$ cat config.mk
export PLATFORM = sky130hd
export DESIGN_NAME = sha_coproc_top
export DESIGN_NICKNAME = d
export VERILOG_FILES = /design/src/rtl/sha_pkg.sv /design/src/rtl/sys_bus_regs.sv /design/src/rtl/block_assembler.sv /design/src/rtl/sha256_core.sv /design/src/rtl/sha_coproc_top.sv
export SDC_FILE = /design/constraint.sdc
export NUM_CORES = 2
export LEC_CHECK = 0
export CAP_MARGIN = 30
export CORE_MARGIN = 3
export CORE_UTILIZATION = 50
export DETAILED_ROUTE_END_ITERATION = 12
export DONT_BUFFER_PORTS = 1
export GPL_TIMING_DRIVEN = 1
export RECOVER_POWER = 50
export REMOVE_ABC_BUFFERS = 1
export SLEW_MARGIN = 20
export SYNTH_ARGS = -nofsm -noshare
export SYNTH_HDL_FRONTEND = slang
export SYNTH_HIERARCHICAL = 1
export SYNTH_SLANG_ARGS = --single-unit
$ cat constraint.sdc
create_clock -name clk_100mhz -period 33.8 [get_ports clk_100mhz]
set_input_delay 0 -clock clk_100mhz [delete_from_list [all_inputs] [get_ports clk_100mhz]]
set_output_delay 0 -clock clk_100mhz [all_outputs]
set_load 0.005 [all_outputs]
$ cat src/rtl/sha_pkg.sv
package sha_pkg;

  // ----------------------------------------------------------------------
  // system bus
  // ----------------------------------------------------------------------

  typedef struct packed {
    logic [19:0] addr;   // byte offset inside the coprocessor window
    logic [31:0] wdata;
    logic        wen;    // write strobe, one cycle per word
    logic        ren;    // read strobe
  } sys_bus_req_t;

  typedef struct packed {
    logic [31:0] rdata;
    logic        err;    // tied low
    logic        ack;    // one cycle after each request cycle
  } sys_bus_rsp_t;

  // register map, byte offsets
  typedef enum logic [19:0] {
    REG_CTRL          = 20'h00000,
    REG_STATUS        = 20'h00004,
    REG_VERSION       = 20'h0000C,
    REG_SHA_CTRL      = 20'h00100,
    REG_SHA_STATUS    = 20'h00104,
    REG_SHA_PUSH      = 20'h0010C,
    REG_SHA_HASH_BASE = 20'h00110   // H7 here, up to H0 at 0x12C
  } reg_addr_e;

  localparam int CTRL_ENABLE    = 0;  // REG_CTRL
  localparam int SHA_CTRL_RESET = 0;  // REG_SHA_CTRL, self clearing
  localparam int SHA_CTRL_START = 1;  // REG_SHA_CTRL, self clearing

  // ----------------------------------------------------------------------
  // sha-256 section
  // ----------------------------------------------------------------------

  typedef struct packed {
    logic ready;       // core idle
    logic hash_valid;
    logic blk_full;
    logic blk_empty;
  } sha_status_t;

  typedef enum logic [1:0] {
    IDLE,
    ROUND,
    UPDATE
  } sha_state_e;

  localparam int BLOCK_WORDS = 16;  // 512 bit block

  // element 0 is the most significant word
  localparam logic [0:7][31:0] SHA_IV = {
    32'h6a09e667, 32'hbb67ae85, 32'h3c6ef372, 32'ha54ff53a,
    32'h510e527f, 32'h9b05688c, 32'h1f83d9ab, 32'h5be0cd19
  };

  localparam logic [0:63][31:0] SHA_K = {
    32'h428a2f98, 32'h71374491, 32'hb5c0fbcf, 32'he9b5dba5,
    32'h3956c25b, 32'h59f111f1, 32'h923f82a4, 32'hab1c5ed5,
    32'hd807aa98, 32'h12835b01, 32'h243185be, 32'h550c7dc3,
    32'h72be5d74, 32'h80deb1fe, 32'h9bdc06a7, 32'hc19bf174,
    32'he49b69c1, 32'hefbe4786, 32'h0fc19dc6, 32'h240ca1cc,
    32'h2de92c6f, 32'h4a7484aa, 32'h5cb0a9dc, 32'h76f988da,
    32'h983e5152, 32'ha831c66d, 32'hb00327c8, 32'hbf597fc7,
    32'hc6e00bf3, 32'hd5a79147, 32'h06ca6351, 32'h14292967,
    32'h27b70a85, 32'h2e1b2138, 32'h4d2c6dfc, 32'h53380d13,
    32'h650a7354, 32'h766a0abb, 32'h81c2c92e, 32'h92722c85,
    32'ha2bfe8a1, 32'ha81a664b, 32'hc24b8b70, 32'hc76c51a3,
    32'hd192e819, 32'hd6990624, 32'hf40e3585, 32'h106aa070,
    32'h19a4c116, 32'h1e376c08, 32'h2748774c, 32'h34b0bcb5,
    32'h391c0cb3, 32'h4ed8aa4a, 32'h5b9cca4f, 32'h682e6ff3,
    32'h748f82ee, 32'h78a5636f, 32'h84c87814, 32'h8cc70208,
    32'h90befffa, 32'ha4506ceb, 32'hbef9a3f7, 32'hc67178f2
  };

endpackage

$ cat src/rtl/sys_bus_regs.sv
`timescale 1ns/1ns

module sys_bus_regs #(
  parameter logic [31:0] BUILD_DATE = 32'h00000000  // 0xYYMMDDss
) (
  input  logic                  clk_100mhz,
  input  logic                  rstn_i,
  input  sha_pkg::sys_bus_req_t bus_req_i,
  input  sha_pkg::sha_status_t  sha_status_i,
  input  logic [255:0]          hash_i,       // H0 in the top word
  output sha_pkg::sys_bus_rsp_t bus_rsp_o,
  output logic                  activated_o,
  output logic                  sha_run_o,    // active low reset of the sha blocks
  output logic                  start_o,
  output logic                  push_valid_o,
  output logic [31:0]           push_word_o
);

  localparam logic [2:0] ACT_DONE = 3'd4;  // cycles from enable to release

  logic [31:0]      ctrl_q;
  logic [31:0]      sha_ctrl_q;
  logic [2:0]       act_cnt_q;
  logic             push_valid_q;
  logic [31:0]      push_word_q;
  logic             hash_valid_q;   // for edge detect
  logic [7:0][31:0] hash_q;         // index 0 is H7 at 0x110
  logic             ack_q;
  logic [31:0]      rdata_q;
  logic [31:0]      status_word;
  logic [31:0]      sha_status_word;
  logic [19:0]      hash_off;
  logic             hash_hit;

  // ----------------------------------------------------------------------
  // write decode
  // ----------------------------------------------------------------------

  always_ff @(posedge clk_100mhz) begin
    if (!rstn_i) begin
      ctrl_q       <= '0;
      sha_ctrl_q   <= '0;
      push_valid_q <= 1'b0;
    end else begin
      sha_ctrl_q[3:0] <= 4'h0;  // reset and start live one cycle
      push_valid_q    <= 1'b0;
      if (bus_req_i.wen) begin
        case (bus_req_i.addr)
          sha_pkg::REG_CTRL:     ctrl_q       <= bus_req_i.wdata;
          sha_pkg::REG_SHA_CTRL: sha_ctrl_q   <= bus_req_i.wdata;
          sha_pkg::REG_SHA_PUSH: push_valid_q <= 1'b1;  // strobe to assembler
          default: ;                                     // writes elsewhere ignored
        endcase
      end
    end
  end

  always_ff @(posedge clk_100mhz) begin
    if (bus_req_i.wen && bus_req_i.addr == sha_pkg::REG_SHA_PUSH) begin
      push_word_q <= bus_req_i.wdata;
    end
  end

  assign push_valid_o = push_valid_q;
  assign push_word_o  = push_word_q;
  assign start_o      = sha_ctrl_q[sha_pkg::SHA_CTRL_START];

  // ----------------------------------------------------------------------
  // activation sequence
  // ----------------------------------------------------------------------

  always_ff @(posedge clk_100mhz) begin
    if (!rstn_i) begin
      act_cnt_q <= '0;
    end else if (!ctrl_q[sha_pkg::CTRL_ENABLE]) begin
      act_cnt_q <= '0;                // drop out one cycle after disable
    end else if (act_cnt_q != ACT_DONE) begin
      act_cnt_q <= act_cnt_q + 3'd1;
    end
  end

  assign activated_o = (act_cnt_q == ACT_DONE);
  assign sha_run_o   = activated_o && !sha_ctrl_q[sha_pkg::SHA_CTRL_RESET];

  // hash capture on rising hash_valid
  always_ff @(posedge clk_100mhz) begin
    if (!rstn_i) begin
      hash_valid_q <= 1'b0;
    end else begin
      hash_valid_q <= sha_status_i.hash_valid;
    end
  end

  always_ff @(posedge clk_100mhz) begin
    if (sha_status_i.hash_valid && !hash_valid_q) begin
      hash_q <= hash_i;
    end
  end

  // ----------------------------------------------------------------------
  // read mux
  // ----------------------------------------------------------------------

  assign status_word     = {27'b0, sha_run_o, 3'b0, activated_o};
  assign sha_status_word = {25'b0, sha_status_i.blk_full, 1'b0, sha_status_i.blk_empty,
                            2'b0, sha_status_i.hash_valid, sha_status_i.ready};

  assign hash_off = bus_req_i.addr - sha_pkg::REG_SHA_HASH_BASE;
  assign hash_hit = (hash_off < 20'd32) && (hash_off[1:0] == 2'b00);  // eight words

  always_ff @(posedge clk_100mhz) begin
    if (!rstn_i) begin
      ack_q <= 1'b0;
    end else begin
      ack_q <= bus_req_i.wen || bus_req_i.ren;  // every request acked next cycle
    end
  end

  always_ff @(posedge clk_100mhz) begin
    if (bus_req_i.ren) begin
      case (bus_req_i.addr)
        sha_pkg::REG_CTRL:       rdata_q <= ctrl_q;
        sha_pkg::REG_STATUS:     rdata_q <= status_word;
        sha_pkg::REG_VERSION:    rdata_q <= BUILD_DATE;
        sha_pkg::REG_SHA_CTRL:   rdata_q <= {sha_ctrl_q[31:4], 4'h0};  // pulse bits hidden
        sha_pkg::REG_SHA_STATUS: rdata_q <= sha_status_word;
        sha_pkg::REG_SHA_PUSH:   rdata_q <= '0;                      // write only
        default: begin
          rdata_q <= hash_hit ? hash_q[hash_off[4:2]] : 32'h0;      // unmapped reads zero
        end
      endcase
    end
  end

  assign bus_rsp_o.rdata = rdata_q;
  assign bus_rsp_o.err   = 1'b0;
  assign bus_rsp_o.ack   = ack_q;

  // release only after enable held through the whole count
  a_act_after_enable : assert property (@(posedge clk_100mhz) disable iff (!rstn_i)
    $rose(activated_o) |-> $past(ctrl_q[sha_pkg::CTRL_ENABLE], 4));

endmodule

$ cat src/rtl/block_assembler.sv
`timescale 1ns/1ns

module block_assembler (
  input  logic         clk_100mhz,
  input  logic         rstn_i,       // sha_run, low while disabled or reset
  input  logic         push_valid_i,
  input  logic [31:0]  push_word_i,
  input  logic         take_i,       // core grabs the block
  output logic [511:0] block_o,      // first word pushed in the top bits
  output logic         full_o,
  output logic         empty_o
);

  localparam int CNT_W = $clog2(sha_pkg::BLOCK_WORDS + 1);

  logic [CNT_W-1:0] word_cnt_q;
  logic [511:0]     block_q;
  logic             push_ok;

  assign push_ok = push_valid_i && !full_o;  // pushes into a full block are lost

  // ----------------------------------------------------------------------
  // word counter
  // ----------------------------------------------------------------------

  always_ff @(posedge clk_100mhz) begin
    if (!rstn_i) begin
      word_cnt_q <= '0;
    end else if (take_i) begin
      word_cnt_q <= '0;                     // block handed over
    end else if (push_ok) begin
      word_cnt_q <= word_cnt_q + 1'b1;
    end
  end

  // shift register, no reset on payload
  always_ff @(posedge clk_100mhz) begin
    if (push_ok) begin
      block_q <= {block_q[479:0], push_word_i};  // older words move up
    end
  end

  assign block_o = block_q;
  assign full_o  = (word_cnt_q == CNT_W'(sha_pkg::BLOCK_WORDS));
  assign empty_o = (word_cnt_q == '0);

  // count stays within one block
  a_cnt_range : assert property (@(posedge clk_100mhz) disable iff (!rstn_i)
    word_cnt_q <= CNT_W'(sha_pkg::BLOCK_WORDS));

endmodule

$ cat src/rtl/sha256_core.sv
`timescale 1ns/1ns

module sha256_core (
  input  logic         clk_100mhz,
  input  logic         rstn_i,     // sha_run
  input  logic         start_i,    // reload IV
  input  logic [511:0] block_i,
  input  logic         full_i,
  output logic         take_o,
  output logic         ready_o,
  output logic         valid_o,
  output logic [255:0] hash_o      // H0 in the top word
);

  sha_pkg::sha_state_e state_q;
  logic [5:0]          round_q;
  logic                valid_q;
  logic [0:7][31:0]    chain_q;    // running hash H0..H7
  logic [0:7][31:0]    chain_src;
  logic [0:15][31:0]   w_q;        // w_q[0] is W of the current round
  logic [31:0]         a_q, b_q, c_q, d_q, e_q, f_q, g_q, h_q;
  logic [31:0]         t1, t2;
  logic [31:0]         w_next;

  function automatic logic [31:0] rotr(input logic [31:0] x, input int n);
    return (x >> n) | (x << (32 - n));
  endfunction

  function automatic logic [31:0] big_s0(input logic [31:0] x);
    return rotr(x, 2) ^ rotr(x, 13) ^ rotr(x, 22);
  endfunction

  function automatic logic [31:0] big_s1(input logic [31:0] x);
    return rotr(x, 6) ^ rotr(x, 11) ^ rotr(x, 25);
  endfunction

  function automatic logic [31:0] small_s0(input logic [31:0] x);
    return rotr(x, 7) ^ rotr(x, 18) ^ (x >> 3);
  endfunction

  function automatic logic [31:0] small_s1(input logic [31:0] x);
    return rotr(x, 17) ^ rotr(x, 19) ^ (x >> 10);
  endfunction

  // ----------------------------------------------------------------------
  // round logic
  // ----------------------------------------------------------------------

  always_comb begin
    t1 = h_q + big_s1(e_q) + ((e_q & f_q) ^ (~e_q & g_q))  // ch
       + sha_pkg::SHA_K[round_q] + w_q[0];
    t2 = big_s0(a_q) + ((a_q & b_q) ^ (a_q & c_q) ^ (b_q & c_q));  // maj
    // W[t+16] out of the rolling window
    w_next = small_s1(w_q[14]) + w_q[9] + small_s0(w_q[1]) + w_q[0];
  end

  assign chain_src = start_i ? sha_pkg::SHA_IV : chain_q;  // start with a block in hand
  assign take_o    = (state_q == sha_pkg::IDLE) && full_i;
  assign ready_o   = (state_q == sha_pkg::IDLE);
  assign valid_o   = valid_q;
  assign hash_o    = chain_q;

  // ----------------------------------------------------------------------
  // FSM and chaining value
  // ----------------------------------------------------------------------

  always_ff @(posedge clk_100mhz) begin
    if (!rstn_i) begin
      state_q <= sha_pkg::IDLE;
      round_q <= '0;
      valid_q <= 1'b0;
      chain_q <= sha_pkg::SHA_IV;
    end else begin
      if (start_i) begin
        chain_q <= sha_pkg::SHA_IV;  // new message
        valid_q <= 1'b0;
      end
      case (state_q)
        sha_pkg::IDLE: begin
          if (full_i) begin
            state_q <= sha_pkg::ROUND;
            round_q <= '0;
            valid_q <= 1'b0;         // old hash gone with next block
          end
        end
        sha_pkg::ROUND: begin
          round_q <= round_q + 6'd1;
          if (round_q == 6'd63) begin
            state_q <= sha_pkg::UPDATE;
          end
        end
        sha_pkg::UPDATE: begin
          chain_q[0] <= chain_q[0] + a_q;
          chain_q[1] <= chain_q[1] + b_q;
          chain_q[2] <= chain_q[2] + c_q;
          chain_q[3] <= chain_q[3] + d_q;
          chain_q[4] <= chain_q[4] + e_q;
          chain_q[5] <= chain_q[5] + f_q;
          chain_q[6] <= chain_q[6] + g_q;
          chain_q[7] <= chain_q[7] + h_q;
          valid_q    <= 1'b1;
          state_q    <= sha_pkg::IDLE;
        end
        default: state_q <= sha_pkg::IDLE;
      endcase
    end
  end

  // working variables and schedule
  always_ff @(posedge clk_100mhz) begin
    if (take_o) begin
      a_q <= chain_src[0];
      b_q <= chain_src[1];
      c_q <= chain_src[2];
      d_q <= chain_src[3];
      e_q <= chain_src[4];
      f_q <= chain_src[5];
      g_q <= chain_src[6];
      h_q <= chain_src[7];
      w_q <= block_i;                      // W0 from the top word
    end else if (state_q == sha_pkg::ROUND) begin
      h_q <= g_q;
      g_q <= f_q;
      f_q <= e_q;
      e_q <= d_q + t1;
      d_q <= c_q;
      c_q <= b_q;
      b_q <= a_q;
      a_q <= t1 + t2;
      w_q <= {w_q[1:15], w_next};          // slide window by one word
    end
  end

  // every new hash comes from a block taken 66 cycles before
  a_valid_from_take : assert property (@(posedge clk_100mhz) disable iff (!rstn_i)
    $rose(valid_o) |-> $past(take_o, 66));

endmodule

$ cat src/rtl/sha_coproc_top.sv
`timescale 1ns/1ns

module sha_coproc_top #(
  parameter logic [31:0] BUILD_DATE = 32'h16072401
) (
  input  logic                  clk_100mhz,
  input  logic                  rstn_i,
  input  sha_pkg::sys_bus_req_t bus_req_i,
  output sha_pkg::sys_bus_rsp_t bus_rsp_o,
  output logic                  activated_o
);

  logic                 sha_run;      // reset of assembler and core, active low
  logic                 push_valid;
  logic [31:0]          push_word;
  logic                 blk_full;
  logic                 blk_empty;
  logic [511:0]         block;
  logic                 blk_take;
  logic                 start;
  logic                 ready;
  logic                 hash_valid;
  logic [255:0]         hash;
  sha_pkg::sha_status_t sha_status;

  assign sha_status = '{ready: ready, hash_valid: hash_valid,
                        blk_full: blk_full, blk_empty: blk_empty};

  // ----------------------------------------------------------------------
  // register file and bus slave
  // ----------------------------------------------------------------------

  sys_bus_regs #(
    .BUILD_DATE (BUILD_DATE)
  ) u_regs (
    .clk_100mhz   (clk_100mhz),
    .rstn_i       (rstn_i),
    .bus_req_i    (bus_req_i),
    .sha_status_i (sha_status),
    .hash_i       (hash),
    .bus_rsp_o    (bus_rsp_o),
    .activated_o  (activated_o),
    .sha_run_o    (sha_run),
    .start_o      (start),
    .push_valid_o (push_valid),
    .push_word_o  (push_word)
  );

  block_assembler u_blk (
    .clk_100mhz   (clk_100mhz),
    .rstn_i       (sha_run),
    .push_valid_i (push_valid),
    .push_word_i  (push_word),
    .take_i       (blk_take),
    .block_o      (block),
    .full_o       (blk_full),
    .empty_o      (blk_empty)
  );

  sha256_core u_core (
    .clk_100mhz (clk_100mhz),
    .rstn_i     (sha_run),
    .start_i    (start),
    .block_i    (block),
    .full_i     (blk_full),
    .take_o     (blk_take),
    .ready_o    (ready),
    .valid_o    (hash_valid),
    .hash_o     (hash)
  );

endmodule

## Word-level counts from Yosys, hierarchy flattened

Memory sizes are Yosys's and may differ from the RTL's.
Cells that the tools add are included.

| word-level totals | value |
|---|---|
| logic and storage cells | 181 |
| memory bits (read-only) | 2,048 |
| input bits | 56 |
| memories kept | 1 |
| register bits after elaboration | 1,938 |

| operators by class | value |
|---|---|
| $lt $le $gt $ge | 3 |
| reduce and logical (&&, ||, !) cells | 24 |
| $add $sub $neg | 22 |
| muxes and demuxes | 35 |
| bitwise logic cells | 29 |
| eq/ne operators | 13 |

Memories:

| name | words | bits a word | read ports | clocked after memory_dff | write ports | line | text |
|---|---|---|---|---|---|---|---|
| (name not given) | 64 | 32 | 1 | 0 | 0 | sha256_core.sv:51 | `+ sha_pkg::SHA_K[round_q] + w_q[0];` |

Operators with widths:

| operator | number |
|---|---|
| two-way mux 512 bit | 2 |
| two-way mux 32 bit | 20 |
| adder 32 bit | 18 |
| two-way mux 256 bit | 2 |
| XOR 32 bit | 9 |
| one-hot mux 32 bit (6 select lines) | 1 |
| bitwise AND 32 bit | 5 |
| binary-select mux 32 bit (select 3 bit) | 1 |
| equality test 20 x 9 -> 1 bit, second input constant | 3 |
| NOT 32 bit | 1 |
| OR 10 x 32 -> 32 bit | 1 |
| OR 13 x 32 -> 32 bit | 1 |
| OR 14 x 32 -> 32 bit | 1 |
| OR 15 x 32 -> 32 bit | 1 |
| OR 19 x 32 -> 32 bit | 1 |
| OR 21 x 32 -> 32 bit | 1 |
| OR 25 x 32 -> 32 bit | 1 |
| OR 26 x 32 -> 32 bit | 1 |
| OR 30 x 32 -> 32 bit | 1 |
| OR 7 x 32 -> 32 bit | 1 |
| XOR 32 x 22 -> 32 bit | 1 |
| XOR 32 x 29 -> 32 bit | 1 |
| equality test 20 x 3 -> 1 bit, second input constant | 1 |
| equality test 20 x 4 -> 1 bit, second input constant | 1 |
| 32 further kinds | 50 |

## Logic depth before layout (Yosys ltp)

| depth | value |
|---|---|
| depth after elaboration | 10 |
| depth in mapped cells | 39 |
| gate-level depth less buffers | 35 |

## Cells and area by module

Netlist, hierarchy kept.

By module, submodules not included:

| module | times used | cells each | area an instance (um^2) | sequential area each (um^2) |
|---|---|---|---|---|
| sha256_core | 1 | 7,952 | 70,060.9 | 28,367.2 |
| block_assembler | 1 | 541 | 15,635.0 | 15,474.8 |
| sys_bus_regs | 1 | 812 | 15,069.5 | 10,970.5 |

## Least setup slack after synthesis

Ideal clock, no wire load.

| timing | value |
|---|---|
| path type | flip-flop to flip-flop |
| start | reg u_blk.word_cnt_q[0] |
| end | reg u_blk.block_q[0] (netlist: u_blk/block_o[0]), enable pin |
| arrival time | 22,000 ps |
| stages on the path, launching flop included | 5 |
| path slack | 10,403 ps |
| path buffers | 0 |
| clock period less this slack | 23,397 ps |
| setup time | 1,397 ps |
| data required time | 32,403 ps |
| cell sequence | dfxtp_1 > inv_1 > ha_1 > and4bb_4 > nor2_1 |

| on the way | value |
|---|---|
| word-level cells in the longest chain between the ends | 3 |

RTL lines:

| what | line | text |
|---|---|---|
| start, declared | block_assembler.sv:16 | `logic [CNT_W-1:0] word_cnt_q;` |
| start signal, assigned | block_assembler.sv:32 | `word_cnt_q <= word_cnt_q + 1'b1;` |
| equality test 5 bit | block_assembler.sv:44 | `assign full_o = (word_cnt_q == CNT_W'(sha_pkg::BLOCK_WORDS));` |
| named net blk_full | sha_coproc_top.sv:16 | `logic blk_full;` |
| zero test 1 bit | block_assembler.sv:20 | `assign push_ok = push_valid_i && !full_o;` |
| logical AND 1 bit | block_assembler.sv:20 |  |
| named net u_blk.push_ok | block_assembler.sv:18 | `logic push_ok;` |
| end signal, assigned | block_assembler.sv:39 | `block_q <= {block_q[479:0], push_word_i};` |
| end, declared | block_assembler.sv:17 | `logic [511:0] block_q;` |

The timed path passes the listed nets, and every way through them passes these cells.
A chain may end at the register's enable or synchronous reset.

## Worst setup path in the final report

| timing | value |
|---|---|
| start | reg u_regs.act_cnt_q[0] |
| end | reg u_core.chain_q, in the netlist u_core/hash_o[136] |

| on the way | value |
|---|---|
| word-level cells in the longest chain between the ends | 2 |

RTL lines:

| what | line | text |
|---|---|---|
| start, declared | sys_bus_regs.sv:23 | `logic [2:0] act_cnt_q;` |
| start signal, assigned | sys_bus_regs.sv:78 | `act_cnt_q <= act_cnt_q + 3'd1;` |
| equality test 3 bit | sys_bus_regs.sv:82 | `assign activated_o = (act_cnt_q == ACT_DONE);` |
| logical AND 1 bit | sys_bus_regs.sv:83 | `assign sha_run_o = activated_o && !sha_ctrl_q[sha_pkg::SHA_CTRL_RESET];` |
| named net sha_run | sha_coproc_top.sv:13 | `logic sha_run;` |
| end signal, assigned | sha256_core.sv:72 | `chain_q <= sha_pkg::SHA_IV;` |
| end signal, assigned | sha256_core.sv:75 | `chain_q <= sha_pkg::SHA_IV;` |
| end, declared | sha256_core.sv:18 | `logic [0:7][31:0] chain_q;` |

The timed path passes the listed nets, and every way through them passes these cells.

==> key figures <==
Run status
  – Status: complete, but fails checks
  – Failing checks: capacitance limit, slew limit

Die
  – Core box area: ~200,000 um^2
  – Top Ports: 91
  – Die Ht: 455 um
  – Row cnt: 164
  – Die width: roughly 450 um
  – Initial Util: 50.4%
  – Die area: about 210,000 um^2

Worst setup path
  – Crit path launch: u_regs/act_cnt_q[0]$_SDFFE_PN0N_
  – Worst reg2reg path startpoint: u_regs/act_cnt_q[0]$_SDFFE_PN0N_
  – CP Max Fanout: 92
  – CP Capture Type: register
  – Worst setup SP type: register
  – Crit path DAT: 12.76 ns
  – Worst EP required: ~35 ns
  – Crit Path Class: reg2reg

Global routing
  – First-pass GRT wire length: 453,000 um
  – Total track usage: 29.4%
  – Initial antenna violation count: 5
  – Largest net degree at the start of global routing: between 150 and 200
  – Vias in the first global route: 69,600
  – Total gr overflow: 0

Timing
  – Fin Clk Skew: roughly 0.074 ns
  – Min Tclk post-route: roughly 12 ns
  – Rel. slew slack: -531%
  – RSZ-0062 raised after global routing: false
  – Max Clk Rate: 0.0831 GHz
  – Fin crit share: 35.6%
  – Setup TNS: 0 ns
  – # setup viols final: 0
  – Hold_ws: 0.0566 ns
  – Final Hold Vio Count: 0
  – Max-slew violation count: 1,679
  – Final worst setup slack: 21.77 ns
  – Worst-Margin Slew: 9.47 ns

CTS
  – Hold-fix buffers, CTS: 112
  – CTS clk-pin slew, worst paths: 0.06 ns
  – CTS sink cnt: 1,938
  – Post-CTS sizing: 0
  – Root Buffer: clkbuf_16
  – Post-CTS Setup Bufs: 0
  – Number of CTS-inserted buffers: 204
  – CTS tree: built
  – Clock latency at the later pin of the worst-skew pair: between 0.8 and 0.9 ns
  – H-tree lvl count: 4
  – Worst-case clock buffer depth: 3

Synthesis
  – Synth Area in Adders: 8.91%
  – XOR/XNOR Fraction of Synth Area: 4.93%
  – Cells after Synth: 9,305
  – Library cells used by synthesis: 102
  – Synth Area in Compound Gates: 11.7%
  – Post-synthesis simple-gate area fraction: 13.3%
  – Fraction of the yosys area taken by sequential cells: a little over half
  – Syn Area/Cell: 10.8 um^2
  – Main combinational cell family by area after synthesis: simple AND/OR/NAND/NOR gates
  – Yosys Warn Count: 6
  – Post-synth EDFFs: 1,600
  – Yosys reg bits: a little under 2,000
  – Ys async rst share: 0%
  – Mux contribution to synthesized area: 3.04%
  – Cell Area, Synth: 101,000 um^2
  – Most used DFF post-synth: edfxtp_1

Detailed routing
  – Pre-Repair DR Iteration Count: 6
  – Drc violations: 0
  – DRT antenna net count: 0
  – Initial DRC count: 6,167
  – Vias per cell: 5.82
  – Drt total wl: 307,000 um
  – Routed vias: around 70,000
  – WL per Instance: 25.4 um

Worst hold path
  – Hold_sp: bus_req_i[36]
  – Hold Path Class: in2reg

Layout
  – Final Non-Filler Cells: 12,100
  – Most common cell after layout, fill and taps aside: nand2_1
  – Register area: 54,800 um^2
  – Multi-input logic area: 42,200 um^2
  – Share of layout cells above drive strength 1: under 10%
  – Commonest non-fill, non-tap cells in the layout: nand2_1, edfxtp_1, o21ai_0
  – Number of nets in the layout: ~10,000
  – Area growth syn-to-layout: 10.4%
  – # fillers: around 17,000

Place
  – Final HPWL DP: 211,000 um
  – Placed cells: around 12,000
  – Setup WS pre-CTS: 24.62 ns
  – Port Buffers: 0
  – Routability cong.: 0.967

Power and ir drop
  – Leakage power: roughly 0.04 uW
  – Worst VDD drop: 0.0550 mV
  – Post-layout power: around 4900 uW
  – Pwr dens: 44.0 nW/um^2

Job
  – Maximum Capacitance Violations: 24
==> cell type report <==
type,count,share of cell area (%)
tap,2656,2.99
sequential,1938,49.3
timing repair buffer,222,1.83
clock inverter,138,1.35
multi-input combinational,6392,38.0
antenna,5,0.0113
inverter,505,1.71
clock buffer,250,4.84
==> per-stage QoR <==
stage | area (um^2) | util [%]
detailed placement | 103000 | 51.6
finish | 111000 | 55.6
floorplan | 98900 | -
CTS | 111000 | 55.6
global placement | 103000 | 51.6
global route | 111000 | 55.6
==> worst paths after layout <==
check / cells past startpoint / slack (ns) / endpoint
max: 8 / 21.77 / u_core/hash_o[136]$_SDFF_PN1_
min: 3 / 0.06 / u_regs/rdata_q[27]$_DFFE_PP_
max reg2reg: 8 / 21.77 / u_core/hash_o[136]$_SDFF_PN1_
min reg2reg: 0 / 0.42 / u_blk/block_o[24]$_DFFE_PP_
==> kinds of logic (layout without fill, tap and decap cells) <==
| family | count (synthesis) | count (layout) |
|---|---|---|
| other cells | 1 | 6 |
| compound gates | 1897 | 1897 |
| fa+ha+maj | 600 | 600 |
| xor+xnor | 566 | 566 |
| buf+inv | 975 | 1115 |
| flops | 1938 | 1938 |
| simple gates | 3114 | 3114 |
| mux | 214 | 214 |
==> per-layer routing <==
metal	global-route usage, %	share of wire [%]
met5	0	0.0055
met2	47.7	47
met4	16.9	6.8
met3	3.86	5.4
met1	38.2	41
==> worst max-delay path: stages, from the launching register on <==
cell and delay (ns):
dfxtp_1 0.34, inv_1 0.06, ha_1 0.15, nand2_1 0.17
nor2_4 0.11, clkbuf_1 4.53, clkinvlp_2 3.91, clkbuf_1 1.71
a311o_1 0.80
==> synthesized netlist by cell type, types with 11 or more instances <==
| library cell | n | area, um^2 |
|---|---|---|
| ha_1 | 400 | 5000 |
| o2111ai_1 | 11 | 96.3 |
| o311ai_0 | 18 | 158 |
| a211oi_1 | 49 | 368 |
| o21bai_1 | 55 | 413 |
| a31oi_1 | 49 | 307 |
| or3_1 | 46 | 288 |
| dfxtp_1 | 338 | 6770 |
| a21o_1 | 203 | 1520 |
| a22oi_1 | 28 | 210 |
| o221ai_1 | 15 | 131 |
| nand2_1 | 1950 | 7320 |
| or2_2 | 13 | 81.3 |
| o31ai_1 | 51 | 383 |
| nor3_1 | 100 | 500 |
| edfxtp_1 | 1600 | 48000 |
| nor2_1 | 462 | 1730 |
| nor2b_1 | 119 | 744 |
| o22ai_1 | 28 | 175 |
| clkbuf_1 | 421 | 1580 |
| o21ai_0 | 632 | 3160 |
| a21oi_1 | 430 | 2150 |
| buf_1 | 24 | 90.1 |
| mux4_2 | 70 | 1580 |
| o211ai_1 | 112 | 841 |
| a31o_2 | 11 | 96.3 |
| nand3_1 | 88 | 440 |
| nand3b_1 | 21 | 158 |
| xnor2_1 | 329 | 2880 |
| nor3b_1 | 14 | 105 |
| nand2b_1 | 175 | 1090 |
| mux2i_1 | 104 | 1040 |
| mux2_2 | 40 | 450 |
| xor2_1 | 236 | 2070 |
| fa_1 | 197 | 3940 |
| inv_1 | 503 | 1890 |
| o21a_1 | 72 | 541 |
| nand4_1 | 24 | 150 |
| and3_1 | 31 | 194 |
| buf_2 | 15 | 75.1 |
| o32ai_1 | 17 | 149 |
| and2_1 | 24 | 150 |
==> sequential cells by signal, indices dropped and copies added (netlist names), 6 cells and up <==
| name | cells |
|---|---|
| u_core/b_q | 32 |
| u_regs/ctrl_q | 32 |
| u_regs/sha_ctrl_q | 30 |
| u_core/c_q | 32 |
| u_core/round_q | 6 |
| u_core/h_q | 32 |
| u_core/a_q | 32 |
| u_core/g_q | 32 |
| u_regs/push_word_o | 32 |
| u_core/d_q | 32 |
| u_regs/hash_q | 256 |
| u_core/w_q | 512 |
| u_core/hash_o | 256 |
| u_blk/block_o | 512 |
| u_core/e_q | 32 |
| u_core/f_q | 32 |
| u_regs/rdata_q | 32 |
==> where the power goes <==
group	leakage [uW]	switching, uW	total [uW]	internal [uW]
sequential	0.0156	1.04	2550	2550
combinational	0.0220	26.9	45.5	18.6
clock	0.00334	982	2300	1320
(Power assumes the default switching activity.)
